`src/design/video_defines.svh`:
```
/*
 * Reset values of the video timing size
 * Command codes of the host configuration frames
 */

`ifndef VIDEO_DEFINES_SVH
`define VIDEO_DEFINES_SVH

//////////////////////////////////////////////////
// Default timing, 1920x1080 CEA
//////////////////////////////////////////////////
`define DEFAULT_WIDTH   12'd1920
`define DEFAULT_HEIGHT  12'd1080

//////////////////////////////////////////////////
// Host command codes
//////////////////////////////////////////////////
`define CMD_TIMING      8'h20
`define CMD_VSET        8'h27
`define CMD_HSET        8'h37
`define CMD_ARC         8'h3A

`endif

```
`src/design/hps_cmd_pkg.sv`:
```
/*
 * Types of the host word port
 * and of the command decoder
 */

`default_nettype none

package hps_cmd_pkg;

	// One word from the host
	typedef logic [15:0] io_word_t;

	// Command code, low byte of the first word in a frame
	typedef logic [7:0] cmd_code_t;

	// Data word position after the command
	typedef logic [3:0] word_idx_t;

endpackage

`default_nettype wire

```
`src/design/video_pkg.sv`:
```
/*
 * Screen dimension and aspect types
 * States of the window calculator
 */

`default_nettype none

package video_pkg;

	// Pixel or line count
	typedef logic [11:0] dim_t;

	// Aspect value, bit 12 set means pixel sizes
	typedef logic [12:0] aspect_t;

	typedef enum logic [2:0] {
		WIN_IDLE,
		WIN_WMUL,
		WIN_WWAIT,
		WIN_HMUL,
		WIN_HWAIT,
		WIN_CLAMP,
		WIN_CENTRE
	} win_state_t;

endpackage

`default_nettype wire

```
`src/design/aspect_window.sv`:
```
/*
 * Output window calculator
 * Clamps the scaled size to the output limits and centres it,
 * sequencing two multiply-divides through umuldiv
 */

`default_nettype none
`timescale 1ns/100ps

module aspect_window
	import video_pkg::*;
(
	input  wire     i_clk_sys,
	input  wire     i_resetd,

	input  dim_t    i_width,
	input  dim_t    i_height,
	input  dim_t    i_vset,
	input  dim_t    i_hset,
	input  wire     i_freescale,

	input  aspect_t i_arx,
	input  aspect_t i_ary,
	input  aspect_t i_arc1x,
	input  aspect_t i_arc1y,
	input  aspect_t i_arc2x,
	input  aspect_t i_arc2y,

	output dim_t    o_hmin,
	output dim_t    o_hmax,
	output dim_t    o_vmin,
	output dim_t    o_vmax
);

dim_t       hdmi_width;
dim_t       hdmi_height;
dim_t       sel_x;
dim_t       sel_y;
logic       sel_flag;
dim_t       calc_x;
dim_t       calc_y;
dim_t       wcalc;
dim_t       hcalc;
dim_t       videow;
dim_t       videoh;
dim_t       h_lo;
dim_t       v_lo;
win_state_t state;

logic       md_start;
logic       md_busy;
dim_t       md_mul1;
dim_t       md_mul2;
dim_t       md_div;
dim_t       md_result;

umuldiv u_muldiv (
	.i_clk_sys (i_clk_sys),
	.i_resetd  (i_resetd),
	.i_start   (md_start),
	.i_mul1    (md_mul1),
	.i_mul2    (md_mul2),
	.i_div     (md_div),
	.o_busy    (md_busy),
	.o_result  (md_result)
);

// Half of the unused border
assign h_lo = (i_width - videow) >> 1;
assign v_lo = (i_height - videoh) >> 1;

//////////////////////////////////////////////////
// Output limits and ratio select
//////////////////////////////////////////////////
always_ff @(posedge i_clk_sys) begin
	hdmi_width  <= (i_hset != 12'd0 && i_hset < i_width) ? i_hset : i_width;
	hdmi_height <= (i_vset != 12'd0 && i_vset < i_height) ? i_vset : i_height;

	if (i_ary == 13'd0) begin
		if (i_arx == 13'd1) begin
			sel_x    <= i_arc1x[11:0];
			sel_y    <= i_arc1y[11:0];
			sel_flag <= i_arc1x[12] | i_arc1y[12];
		end
		else if (i_arx == 13'd2) begin
			sel_x    <= i_arc2x[11:0];
			sel_y    <= i_arc2y[11:0];
			sel_flag <= i_arc2x[12] | i_arc2y[12];
		end
		else begin
			sel_x    <= '0;
			sel_y    <= '0;
			sel_flag <= 1'b0;
		end
	end
	else begin
		sel_x    <= i_arx[11:0];
		sel_y    <= i_ary[11:0];
		sel_flag <= i_arx[12] | i_ary[12];
	end
end

//////////////////////////////////////////////////
// Window FSM
//////////////////////////////////////////////////
always_ff @(posedge i_clk_sys) begin
	if (i_resetd) begin
		state    <= WIN_IDLE;
		md_start <= 1'b0;
		o_hmin   <= '0;
		o_hmax   <= '0;
		o_vmin   <= '0;
		o_vmax   <= '0;
	end
	else begin
		md_start <= 1'b0;
		case (state)
			WIN_IDLE: begin
				calc_x <= sel_x;
				calc_y <= sel_y;
				if (i_freescale || sel_x == 12'd0 || sel_y == 12'd0) begin
					wcalc <= hdmi_width;
					hcalc <= hdmi_height;
					state <= WIN_CLAMP;
				end
				else if (sel_flag) begin
					wcalc <= sel_x;
					hcalc <= sel_y;
					state <= WIN_CLAMP;
				end
				else
					state <= WIN_WMUL;
			end
			WIN_WMUL: begin
				md_mul1  <= hdmi_height;
				md_mul2  <= calc_x;
				md_div   <= calc_y;
				md_start <= 1'b1;
				state    <= WIN_WWAIT;
			end
			WIN_WWAIT: begin
				if (!md_start && !md_busy) begin
					wcalc <= md_result;
					state <= WIN_HMUL;
				end
			end
			WIN_HMUL: begin
				md_mul1  <= hdmi_width;
				md_mul2  <= calc_y;
				md_div   <= calc_x;
				md_start <= 1'b1;
				state    <= WIN_HWAIT;
			end
			WIN_HWAIT: begin
				if (!md_start && !md_busy) begin
					hcalc <= md_result;
					state <= WIN_CLAMP;
				end
			end
			WIN_CLAMP: begin
				videow <= (wcalc > hdmi_width) ? hdmi_width : wcalc;
				videoh <= (hcalc > hdmi_height) ? hdmi_height : hcalc;
				state  <= WIN_CENTRE;
			end
			WIN_CENTRE: begin
				o_hmin <= h_lo;
				o_hmax <= h_lo + videow - 12'd1;
				o_vmin <= v_lo;
				o_vmax <= v_lo + videoh - 12'd1;
				state  <= WIN_IDLE;
			end
			default: state <= WIN_IDLE;
		endcase
	end
end

// A non-empty window that fits the line gives an ordered range
a_h_order: assert property (@(posedge i_clk_sys) disable iff (i_resetd)
	(state == WIN_CENTRE && videow != 12'd0 && videow <= i_width) |=> o_hmax >= o_hmin);

endmodule

`default_nettype wire

```
`src/design/hps_cmd_decoder.sv`:
```
/*
 * Host command decoder
 * Frames strobed words into a command and its data,
 * holds timing size, window limits and custom aspect ratios
 */

`default_nettype none
`timescale 1ns/100ps

`include "video_defines.svh"

module hps_cmd_decoder
	import hps_cmd_pkg::*, video_pkg::*;
(
	input  wire      i_clk_sys,
	input  wire      i_resetd,

	input  wire      i_io_uio,
	input  wire      i_io_strobe,
	input  io_word_t i_io_din,

	output dim_t     o_width,
	output dim_t     o_height,
	output dim_t     o_vset,
	output dim_t     o_hset,
	output logic     o_freescale,
	output aspect_t  o_arc1x,
	output aspect_t  o_arc1y,
	output aspect_t  o_arc2x,
	output aspect_t  o_arc2y
);

logic      old_strobe;
logic      strobe_rise;
logic      has_cmd;
cmd_code_t cmd;
word_idx_t word_idx;

assign strobe_rise = i_io_strobe & ~old_strobe;

//////////////////////////////////////////////////
// Framing and register writes
//////////////////////////////////////////////////
always_ff @(posedge i_clk_sys) begin
	if (i_resetd) begin
		old_strobe  <= 1'b0;
		has_cmd     <= 1'b0;
		cmd         <= '0;
		word_idx    <= '0;
		o_width     <= `DEFAULT_WIDTH;
		o_height    <= `DEFAULT_HEIGHT;
		o_vset      <= '0;
		o_hset      <= '0;
		o_freescale <= 1'b0;
		o_arc1x     <= '0;
		o_arc1y     <= '0;
		o_arc2x     <= '0;
		o_arc2y     <= '0;
	end
	else begin
		old_strobe <= i_io_strobe;

		// Frame closed, forget the command
		if (!i_io_uio) begin
			has_cmd <= 1'b0;
			cmd     <= '0;
		end
		else if (strobe_rise) begin
			if (!has_cmd) begin
				has_cmd  <= 1'b1;
				cmd      <= i_io_din[7:0];
				word_idx <= '0;
			end
			else begin
				// Saturate so long frames never wrap onto word 0
				if (word_idx != 4'hF)
					word_idx <= word_idx + 4'd1;

				case (cmd)
					`CMD_TIMING: begin
						// Other timing words are discarded
						if (word_idx == 4'd0)
							o_width <= i_io_din[11:0];
						if (word_idx == 4'd4)
							o_height <= i_io_din[11:0];
					end
					`CMD_VSET: begin
						o_vset <= i_io_din[11:0];
					end
					`CMD_HSET: begin
						o_freescale <= i_io_din[15];
						o_hset      <= i_io_din[11:0];
					end
					`CMD_ARC: begin
						case (word_idx)
							4'd0: o_arc1x <= i_io_din[12:0];
							4'd1: o_arc1y <= i_io_din[12:0];
							4'd2: o_arc2x <= i_io_din[12:0];
							4'd3: o_arc2y <= i_io_din[12:0];
							default: ;
						endcase
					end
					default: ;
				endcase
			end
		end
	end
end

// Outside a frame the data counter must hold
a_idx_hold: assert property (@(posedge i_clk_sys) disable iff (i_resetd)
	!i_io_uio |=> word_idx == $past(word_idx));

endmodule

`default_nettype wire

```
`src/design/scaler_cfg_top.sv`:
```
/*
 * Scaler configuration top level
 * Host command decoder feeding the window calculator
 */

`default_nettype none
`timescale 1ns/100ps

module scaler_cfg_top
	import hps_cmd_pkg::*, video_pkg::*;
(
	input  wire      i_clk_sys,
	input  wire      i_resetd,

	input  wire      i_io_uio,
	input  wire      i_io_strobe,
	input  io_word_t i_io_din,

	// Core aspect ratio
	input  aspect_t  i_arx,
	input  aspect_t  i_ary,

	output dim_t     o_hmin,
	output dim_t     o_hmax,
	output dim_t     o_vmin,
	output dim_t     o_vmax
);

dim_t    width;
dim_t    height;
dim_t    vset;
dim_t    hset;
logic    freescale;
aspect_t arc1x;
aspect_t arc1y;
aspect_t arc2x;
aspect_t arc2y;

hps_cmd_decoder u_decoder (
	.i_clk_sys   (i_clk_sys),
	.i_resetd    (i_resetd),
	.i_io_uio    (i_io_uio),
	.i_io_strobe (i_io_strobe),
	.i_io_din    (i_io_din),
	.o_width     (width),
	.o_height    (height),
	.o_vset      (vset),
	.o_hset      (hset),
	.o_freescale (freescale),
	.o_arc1x     (arc1x),
	.o_arc1y     (arc1y),
	.o_arc2x     (arc2x),
	.o_arc2y     (arc2y)
);

aspect_window u_window (
	.i_clk_sys   (i_clk_sys),
	.i_resetd    (i_resetd),
	.i_width     (width),
	.i_height    (height),
	.i_vset      (vset),
	.i_hset      (hset),
	.i_freescale (freescale),
	.i_arx       (i_arx),
	.i_ary       (i_ary),
	.i_arc1x     (arc1x),
	.i_arc1y     (arc1y),
	.i_arc2x     (arc2x),
	.i_arc2y     (arc2y),
	.o_hmin      (o_hmin),
	.o_hmax      (o_hmax),
	.o_vmin      (o_vmin),
	.o_vmax      (o_vmax)
);

endmodule

`default_nettype wire

```
`src/design/umuldiv.sv`:
```
/*
 * Serial unsigned multiply then divide
 * result = mul1 * mul2 / div, low 12 bits of the quotient
 */

`default_nettype none
`timescale 1ns/100ps

module umuldiv
	import video_pkg::*;
(
	input  wire  i_clk_sys,
	input  wire  i_resetd,
	input  wire  i_start,
	input  dim_t i_mul1,
	input  dim_t i_mul2,
	input  dim_t i_div,
	output logic o_busy,
	output dim_t o_result
);

logic        div_phase;
logic [4:0]  bit_cnt;
logic [23:0] acc;
logic [23:0] mcand;
logic [11:0] mplier;
dim_t        divisor;
logic [11:0] rem;
logic [23:0] partial;
logic [12:0] trial;
logic        q_bit;

// Two multiplier bits per step
assign partial = (mplier[0] ? mcand : 24'd0) + (mplier[1] ? {mcand[22:0], 1'b0} : 24'd0);

// Restoring division, product shifts out MSB first
assign trial = {rem, acc[23]};
assign q_bit = trial >= {1'b0, divisor};

always_ff @(posedge i_clk_sys) begin
	if (i_resetd) begin
		o_busy    <= 1'b0;
		div_phase <= 1'b0;
		bit_cnt   <= '0;
	end
	else if (i_start && !o_busy) begin
		o_busy    <= 1'b1;
		div_phase <= 1'b0;
	end
	else if (o_busy) begin
		if (!div_phase) begin
			// Stop early once no multiplier bits remain
			if (mplier[11:2] == 10'd0) begin
				div_phase <= 1'b1;
				bit_cnt   <= 5'd23;
			end
		end
		else begin
			bit_cnt <= bit_cnt - 5'd1;
			if (bit_cnt == 5'd0)
				o_busy <= 1'b0;
		end
	end
end

always_ff @(posedge i_clk_sys) begin
	if (i_start && !o_busy) begin
		acc     <= '0;
		mcand   <= {12'd0, i_mul1};
		mplier  <= i_mul2;
		divisor <= i_div;
	end
	else if (o_busy && !div_phase) begin
		acc    <= acc + partial;
		mcand  <= {mcand[21:0], 2'b00};
		mplier <= {2'b00, mplier[11:2]};
		rem    <= '0;
	end
	else if (o_busy) begin
		acc <= {acc[22:0], q_bit};
		rem <= q_bit ? (trial[11:0] - divisor) : trial[11:0];
		if (bit_cnt == 5'd0)
			o_result <= {acc[10:0], q_bit};
	end
end

a_start_ok: assert property (@(posedge i_clk_sys) disable iff (i_resetd)
	i_start |-> !o_busy && i_div != 12'd0);

endmodule

`default_nettype wire

```
`config.mk`:
```
export PLATFORM = sky130hd
export DESIGN_NAME = scaler_cfg_top
export DESIGN_NICKNAME = d
export VERILOG_FILES = /design/src/design/hps_cmd_pkg.sv /design/src/design/video_pkg.sv /design/src/design/aspect_window.sv /design/src/design/hps_cmd_decoder.sv /design/src/design/scaler_cfg_top.sv /design/src/design/umuldiv.sv
export VERILOG_INCLUDE_DIRS = /design/src /design/src/design
export SDC_FILE = /design/constraint.sdc
export NUM_CORES = 1
export LEC_CHECK = 0
export BUFFER_PORTS_ARGS = -buffer_cell sky130_fd_sc_hd__buf_2
export CORE_MARGIN = 2
export CORE_UTILIZATION = 56
export CTS_CLUSTER_SIZE = 28
export DETAILED_ROUTE_END_ITERATION = 8
export GPL_TIMING_DRIVEN = 0
export PLACE_DENSITY = 0.72
export SYNTH_ARGS = -nofsm -noshare
export SYNTH_HDL_FRONTEND = slang
export SYNTH_SLANG_ARGS = --single-unit
```
`constraint.sdc`:
```
create_clock -name i_clk_sys -period 4.1 [get_ports i_clk_sys]
set_clock_uncertainty 0.05 [all_clocks]
set_input_delay 0.615 -clock i_clk_sys [delete_from_list [all_inputs] [get_ports i_clk_sys]]
set_output_delay 0.615 -clock i_clk_sys [all_outputs]
set_load 0.1 [all_outputs]
```
==> flow_summary.ini, run 1 <==
[placement]
place_congestion = 0.957
placedInstanceArea_um2 = 23300
dp_slack_ps = 44.3
portBuffers = 77
place_hpwl_um = 43300
dp.cells = 2817

[floorplanning]
coreArea_um2 = 38800
rows = 72
die_y_um = 203
start_util_pct = 56.9
die_width_um = 203
ioPinCount = 94
dieArea_um2 = 41100

[setup_path]
worst-path-buf-inv = 1
setup.worst_path.start_class = register
slowest_stage = fa_1
r2r_end = u_window.o_vmax[10]
worstPathRequired_ps = 4550
critPathKind = register to register
cpLargestDelayFamily = compound AO/OA/AOI/OAI gates
r2r_start = u_decoder.o_height[0]
max_stage_delay_ps = 450
endpoint = u_window.o_vmax[10]
critical_path.endpoint_type = register
reg2reg_depth = 16
worst-path-max-fanout = 5
timing.reg2reg.setup_slack_ps = 210
arrival_ps = 4340
cp-startpoint = u_decoder.o_height[0]
worstPathCellList = nand2b_1, fa_1, a21o_1, a221oi_2, o21ai_1, a21oi_1, o21bai_1, xnor2_1, ha_1, inv_1, ha_1, and3_1, a311oi_1, xnor2_1, nand2_1, a21oi_1
cp_num_cells = 16

[synthesis]
synth-seq-area-share_pct = 46.1
synth-edff-count = 168
async_flop_share_pct = 0
ys_warn_count = 0
syn_avg_cell_area_um2 = 9.99
netlist_area_um2 = 22100
syn_inst = 2214
synth_ff_type = dfxtp_1
synth_cell_type_count = 74
synth-seq-cells = 425

[route]
drtPass1Iterations = 5
vias = 16900
viasPerCell = 5.81
drtAntennaViolNets = 0
drtIter0Drc = 1305
post_drt_wl_per_cell_um = 19.9
drcViolationCount = 0
routed_wl_um = 57900

[clock_tree]
cts_root_buf = clkbuf_16
clock-sinks = 425
cts_tree = yes
clk_pin_slew_worst_paths_ps = 60
hold_buffers = 0
clkLatencyLatePin_ps = 580
cts_buffers = 45
htreeDepth = 2
cts_buffer_depth = 3

[timing]
layout_setup_ws_ps = 212
rsz0062_at_grt = true
worst_hold_slack_ps = 201
tightestPinTransition_ps = 1090
setup-violations-final = 0
period_needed_ps = 3890
finalHoldViolCount = 0
max-slew-margin-rel_pct = 27.1
finalCritPeriodShare_pct = 94.8
max_freq_mhz = 257
report.final.slew_viol_count = 0

[pwr]
power.density_nw_per_um2 = 455
p_leak_nw = 9.81
irDropWorstVdd_mv = 0.370

[global_route]
antenna_found_initial = 0
grt_pass1_wl_um = 89400
grt_pass1_vias = 16400
overflow = 0
groute.usage.overall_pct = 27.9
grt_max_degree = 25

[final_layout]
final_common_cell = dfxtp_1
final_cell_mix = dfxtp_1, nand2_1, edfxtp_1
layout-drive-gt1-share_pct = 12.8
fin_nets = 2571
layout-area-overhead-vs-synth_pct = 12.4
instances_no_fill = 2902
antenna_cells = 0
final_area_um2 = 24900

[outcome]
status = complete, no violations

[worst_hold_path]
holdCritPathClass = input pin to register

[job]
maxCapViolCount = 0
## metal layers
layer | vias up | wire length [µm] | track usage (%)
li1 | 8053 | - | -
met1 | 8152 | 24000 | 35.6
met2 | 537 | 27900 | 47.4
met3 | 130 | 3700 | 4.78
met4 | 0 | 2240 | 11.0
met5 | - | 0 | 0
## kinds of logic (layout without fill, tap and decap cells)
logic type,Yosys count,in the layout,share of synthesized area [%]
other cells,1,2,0.0170
buf+inv,264,433,4.86
simple gates,620,620,13.0
fa+ha+maj,177,177,11.0
compound gates,477,477,13.6
flops,425,425,46.1
xor+xnor,70,70,2.77
mux,180,180,8.69
## flip-flops by register name, indices dropped and copies added (netlist names), 13 cells and up
register	flops
u_decoder.o_arc1y	13
u_decoder.o_arc1x	13
u_decoder.o_arc2x	13
u_window.u_muldiv.mcand	24
u_window.u_muldiv.acc	24
u_decoder.o_arc2y	13
## through the flow
step                      utilization, %  total power (W)  setup TNS, ps
after floorplan                        -          0.00659              0
after global placement              59.6          0.00709         -47530
after detailed placement            60.0          0.00717              0
after CTS                           63.9           0.0113              0
after global routing                64.0           0.0118          -5.01
final                               64.0           0.0113              0
## worst min path at each step
stage                       startpoint                           end  slack, ps  cells after the start
finish                        i_ary[7]             u_window.sel_y[7]        200                      2
global route                  i_ary[7]             u_window.sel_y[7]        190                      2
CTS                           i_ary[7]             u_window.sel_y[7]        170                      2
detailed placement  u_window.md_div[4]  u_window.u_muldiv.divisor[4]        350                      0
global placement    u_window.md_div[0]  u_window.u_muldiv.divisor[0]        350                      0
floorplan           u_window.md_div[0]  u_window.u_muldiv.divisor[0]        350                      0
## worst register-to-register path, stage by stage, from the launching register on
cell      delay (ps)
dfxtp_1          370
nand2b_1         210
fa_1             450
a21o_1           220
a221oi_2         340
o21ai_1          170
a21oi_1          180
o21bai_1          90
xnor2_1          220
ha_1             270
inv_1             60
ha_1             280
and3_1           200
a311oi_1         310
xnor2_1          180
nand2_1           80
a21oi_1          140
## cells in the mapped netlist (10+ instances only)
cell type | n | area (µm²)
dfxtp_1 | 257 | 5140
nand2_1 | 251 | 942
edfxtp_1 | 168 | 5040
nor2_1 | 163 | 612
a21oi_1 | 155 | 776
ha_1 | 149 | 1860
inv_1 | 147 | 552
o21ai_0 | 94 | 470
mux2_2 | 85 | 957
mux2i_1 | 85 | 851
clkbuf_1 | 78 | 293
and2_1 | 52 | 325
xnor2_1 | 45 | 394
a21o_1 | 33 | 248
a22oi_1 | 29 | 218
fa_1 | 28 | 561
a211oi_1 | 25 | 188
buf_2 | 25 | 125
xor2_1 | 25 | 219
nor4_1 | 23 | 144
nand3_1 | 22 | 110
nor2b_1 | 17 | 106
o21ai_1 | 17 | 85.1
o21bai_1 | 17 | 128
nand2b_1 | 16 | 100
nand4_1 | 16 | 100
o21a_1 | 16 | 120
a22o_1 | 15 | 131
nor3_1 | 15 | 75.1
a31oi_1 | 11 | 68.8
o31ai_1 | 11 | 82.6
a211o_1 | 10 | 87.6
mux2_1 | 10 | 113
## final cells by class
type	instances	area (µm²)
fill	3114	14000
multi-input combinational	1526	10900
sequential	425	10200
clock buffer	68	1390
tap	518	648
inverter	148	558
buffer	116	515
timing repair buffer	86	488
clock inverter	15	156
## power by group
group | internal, W | switching, W | total, W
clock network | 0.00247 | 0.00170 | 0.00418
registers | 0.00472 | 0.000232 | 0.00495
logic | 0.000853 | 0.00133 | 0.00218
## what timing repair did
item | CTS | global route
gates resized for setup | 0 | 6
endpoints found under the setup margin | 0 | 3
buffers inserted | 0 | 2
No activity file was read; power rests on OpenSTA's default activity.
==> run 2: changes to the inputs <==
--- a/config.mk
+++ b/config.mk
@@ -8,11 +8,11 @@
 export LEC_CHECK = 0
 export BUFFER_PORTS_ARGS = -buffer_cell sky130_fd_sc_hd__buf_2
 export CORE_MARGIN = 2
-export CORE_UTILIZATION = 56
+export CORE_UTILIZATION = 60
 export CTS_CLUSTER_SIZE = 28
 export DETAILED_ROUTE_END_ITERATION = 8
 export GPL_TIMING_DRIVEN = 0
-export PLACE_DENSITY = 0.72
+export PLACE_DENSITY = 0.74
 export SYNTH_ARGS = -nofsm -noshare
 export SYNTH_HDL_FRONTEND = slang
 export SYNTH_SLANG_ARGS = --single-unit
==> constraint.sdc (replaced) <==
create_clock -name i_clk_sys -period 3.6 [get_ports i_clk_sys]
set_clock_uncertainty 0.05 [all_clocks]
set_input_delay 0.54 -clock i_clk_sys [delete_from_list [all_inputs] [get_ports i_clk_sys]]
set_output_delay 0.54 -clock i_clk_sys [all_outputs]
set_load 0.1 [all_outputs]
==> run 2 against run 1 <==
Compared with the run above: worst hold slack got worse by 75 ps; fmax grew 8.3%; final area is 1.5% higher; final cell count is 1.5% lower; highest routed layer unchanged; die area fell by 6.5%; first-iteration DRC count fell by 16%; global-route usage grew 2.5 points; register-to-register slack got worse by 200 ps; critical path depth shrank 2; combinational power grew 18%; count of clock-buffer cells in the layout is 14 lower.
==> flow_summary.ini, run 2 (synthesized netlist as in run 1, its figures left out) <==
[pwr]
pwr-share-comb_pct = 19.4
p_int_w = 0.00944
power.density_nw_per_um2 = 525
p_leak_nw = 9.91
seqPwrFrac_pct = 42.5
fin_total_pwr_w = 0.0133
switching_share_pct = 28.7
p_switching_w = 0.00381
p_clk_share_pct = 38.0
irDropWorstVdd_mv = 0.385

[global_route]
groute.usage.overall_pct = 30.4
grt_pass1_vias = 16600
antenna_found_initial = 0
overflow = 0
grt_pass1_wl_um = 90700
grt_max_degree = 25

[route]
drcViolationCount = 0
viasPerCell = 5.95
drtIter0Drc = 1093
post_drt_wl_per_cell_um = 20.6
routed_wl_um = 58900
drtPass1Iterations = 5
vias = 17000
drtAntennaViolNets = 0

[placement]
portBuffers = 77
dp.cells = 2766
place_congestion = 0.923
place_hpwl_um = 43200
dp_slack_ps = -406
placedInstanceArea_um2 = 23200

[final_layout]
layout-drive-gt1-share_pct = 15.4
fin_nets = 2575
final_cell_mix = dfxtp_1, nand2_1, edfxtp_1
instances_no_fill = 2858
antenna_cells = 0
final_common_cell = dfxtp_1
final_area_um2 = 25200
layout-area-overhead-vs-synth_pct = 14.1
largestRegisters = u_window.u_muldiv.acc (24), u_window.u_muldiv.mcand (24)

[timing]
layout_setup_ws_ps = 11.5
worst_hold_slack_ps = 127
rsz0062_at_grt = true
finalCritPeriodShare_pct = 99.7
max-slew-margin-rel_pct = 22.2
tightestPinTransition_ps = 1170
finalHoldViolCount = 0
period_needed_ps = 3590
report.final.slew_viol_count = 0
max_freq_mhz = 279
setup-violations-final = 0

[floorplanning]
coreArea_um2 = 36400
rows = 70
die_y_um = 196
start_util_pct = 60.7
dieArea_um2 = 38400
ioPinCount = 94
die_width_um = 196

[clock_tree]
cts_tree = yes
hold_buffers = 0
cts_buffer_depth = 3
htreeDepth = 2
clkLatencyLatePin_ps = 590
clk_pin_slew_worst_paths_ps = 60
clock-sinks = 425
cts_root_buf = clkbuf_16
cts_buffers = 46

[setup_path]
worstPathRequired_ps = 4050
r2r_end = u_window.o_vmax[11]
r2r_start = u_window.videoh[2]
critPathKind = register to register
arrival_ps = 4040
setup.worst_path.start_class = register
critical_path.endpoint_type = register
cp-startpoint = u_window.videoh[2]
reg2reg_depth = 14
timing.reg2reg.setup_slack_ps = 10
endpoint = u_window.o_vmax[11]
worst-path-max-fanout = 4

[outcome]
status = complete, no violations

[worst_hold_path]
holdCritPathClass = input pin to register

[job]
maxCapViolCount = 0
## run 2: cell count changes in the layout (fill, tap and decap cells not counted), sizes merged
cell      delta
clkbuf      -18
bufinv       +7
clkinvlp     +1
buf          +7
clkinv      +10
inv          -1
## run 2: how the worst min path moves through the flow
| stage | slack, ps | from | to | depth (start not counted) |
|---|---|---|---|---|
| floorplan | 350 | u_window.md_div[0] | u_window.u_muldiv.divisor[0] | 0 |
| global placement | 350 | u_window.md_div[4] | u_window.u_muldiv.divisor[4] | 0 |
| detailed placement | 350 | u_window.md_div[1] | u_window.u_muldiv.divisor[1] | 0 |
| CTS | 90 | i_ary[5] | u_window.sel_y[5] | 2 |
| global route | 120 | i_arx[6] | u_window.sel_x[6] | 3 |
| finish | 130 | i_ary[7] | u_window.sel_y[7] | 2 |
## run 2: stage by stage
stage | TNS (ps) | util [%]
detailed placement | -1520 | 63.7
CTS | 0 | 68.6
floorplan | 0 | -
global placement | -25100 | 63.4
finish | 0 | 69.2
global route | -185 | 69.2
## run 2: power by group through the flow
stage	combinational, W	clock, W	sequential, W
after CTS	0.00249	0.00512	0.00563
after detailed placement	0.00243	0	0.00572
final	0.00257	0.00504	0.00564
after global routing	0.00283	0.00530	0.00567
after global placement	0.00235	0	0.00572
after floorplan	0.00176	0	0.00575
## run 2: repair_timing
item / CTS / global route
endpoints found under the setup margin: 11 / 17
resized for setup: 25 / 52
endpoints found under the hold margin: 0 / 0
setup buffers: 6 / 3
pin swaps: 10 / 21
## run 2: cell type report
| type | instances | area (µm²) |
|---|---|---|
| inverters | 148 | 558 |
| well taps | 468 | 586 |
| flip-flops and latches | 425 | 10200 |
| fillers | 2839 | 11200 |
| clock buffers | 54 | 1200 |
| plain buffers | 113 | 509 |
| multi-input cells | 1526 | 11200 |
| clock inverters | 32 | 409 |
| repair buffers | 92 | 524 |
## run 2: per-layer routing
metal	up-vias	global-route usage (%)	wire [µm]
met5	-	0	0
met4	0	12.7	2570
met3	157	4.30	3440
met2	558	50.7	28000
met1	8200	40.1	24900
li1	8093	-	-
## run 2: critical path: stages (launching register included)
cell	delay, ps
edfxtp_1	400
inv_2	100
ha_4	210
a21o_1	150
a31o_2	260
xnor2_2	160
ha_1	350
fa_1	480
nor2b_1	180
o21ai_2	100
o221a_2	330
a21oi_4	160
a31oi_2	140
xnor2_2	180
a211oi_2	240
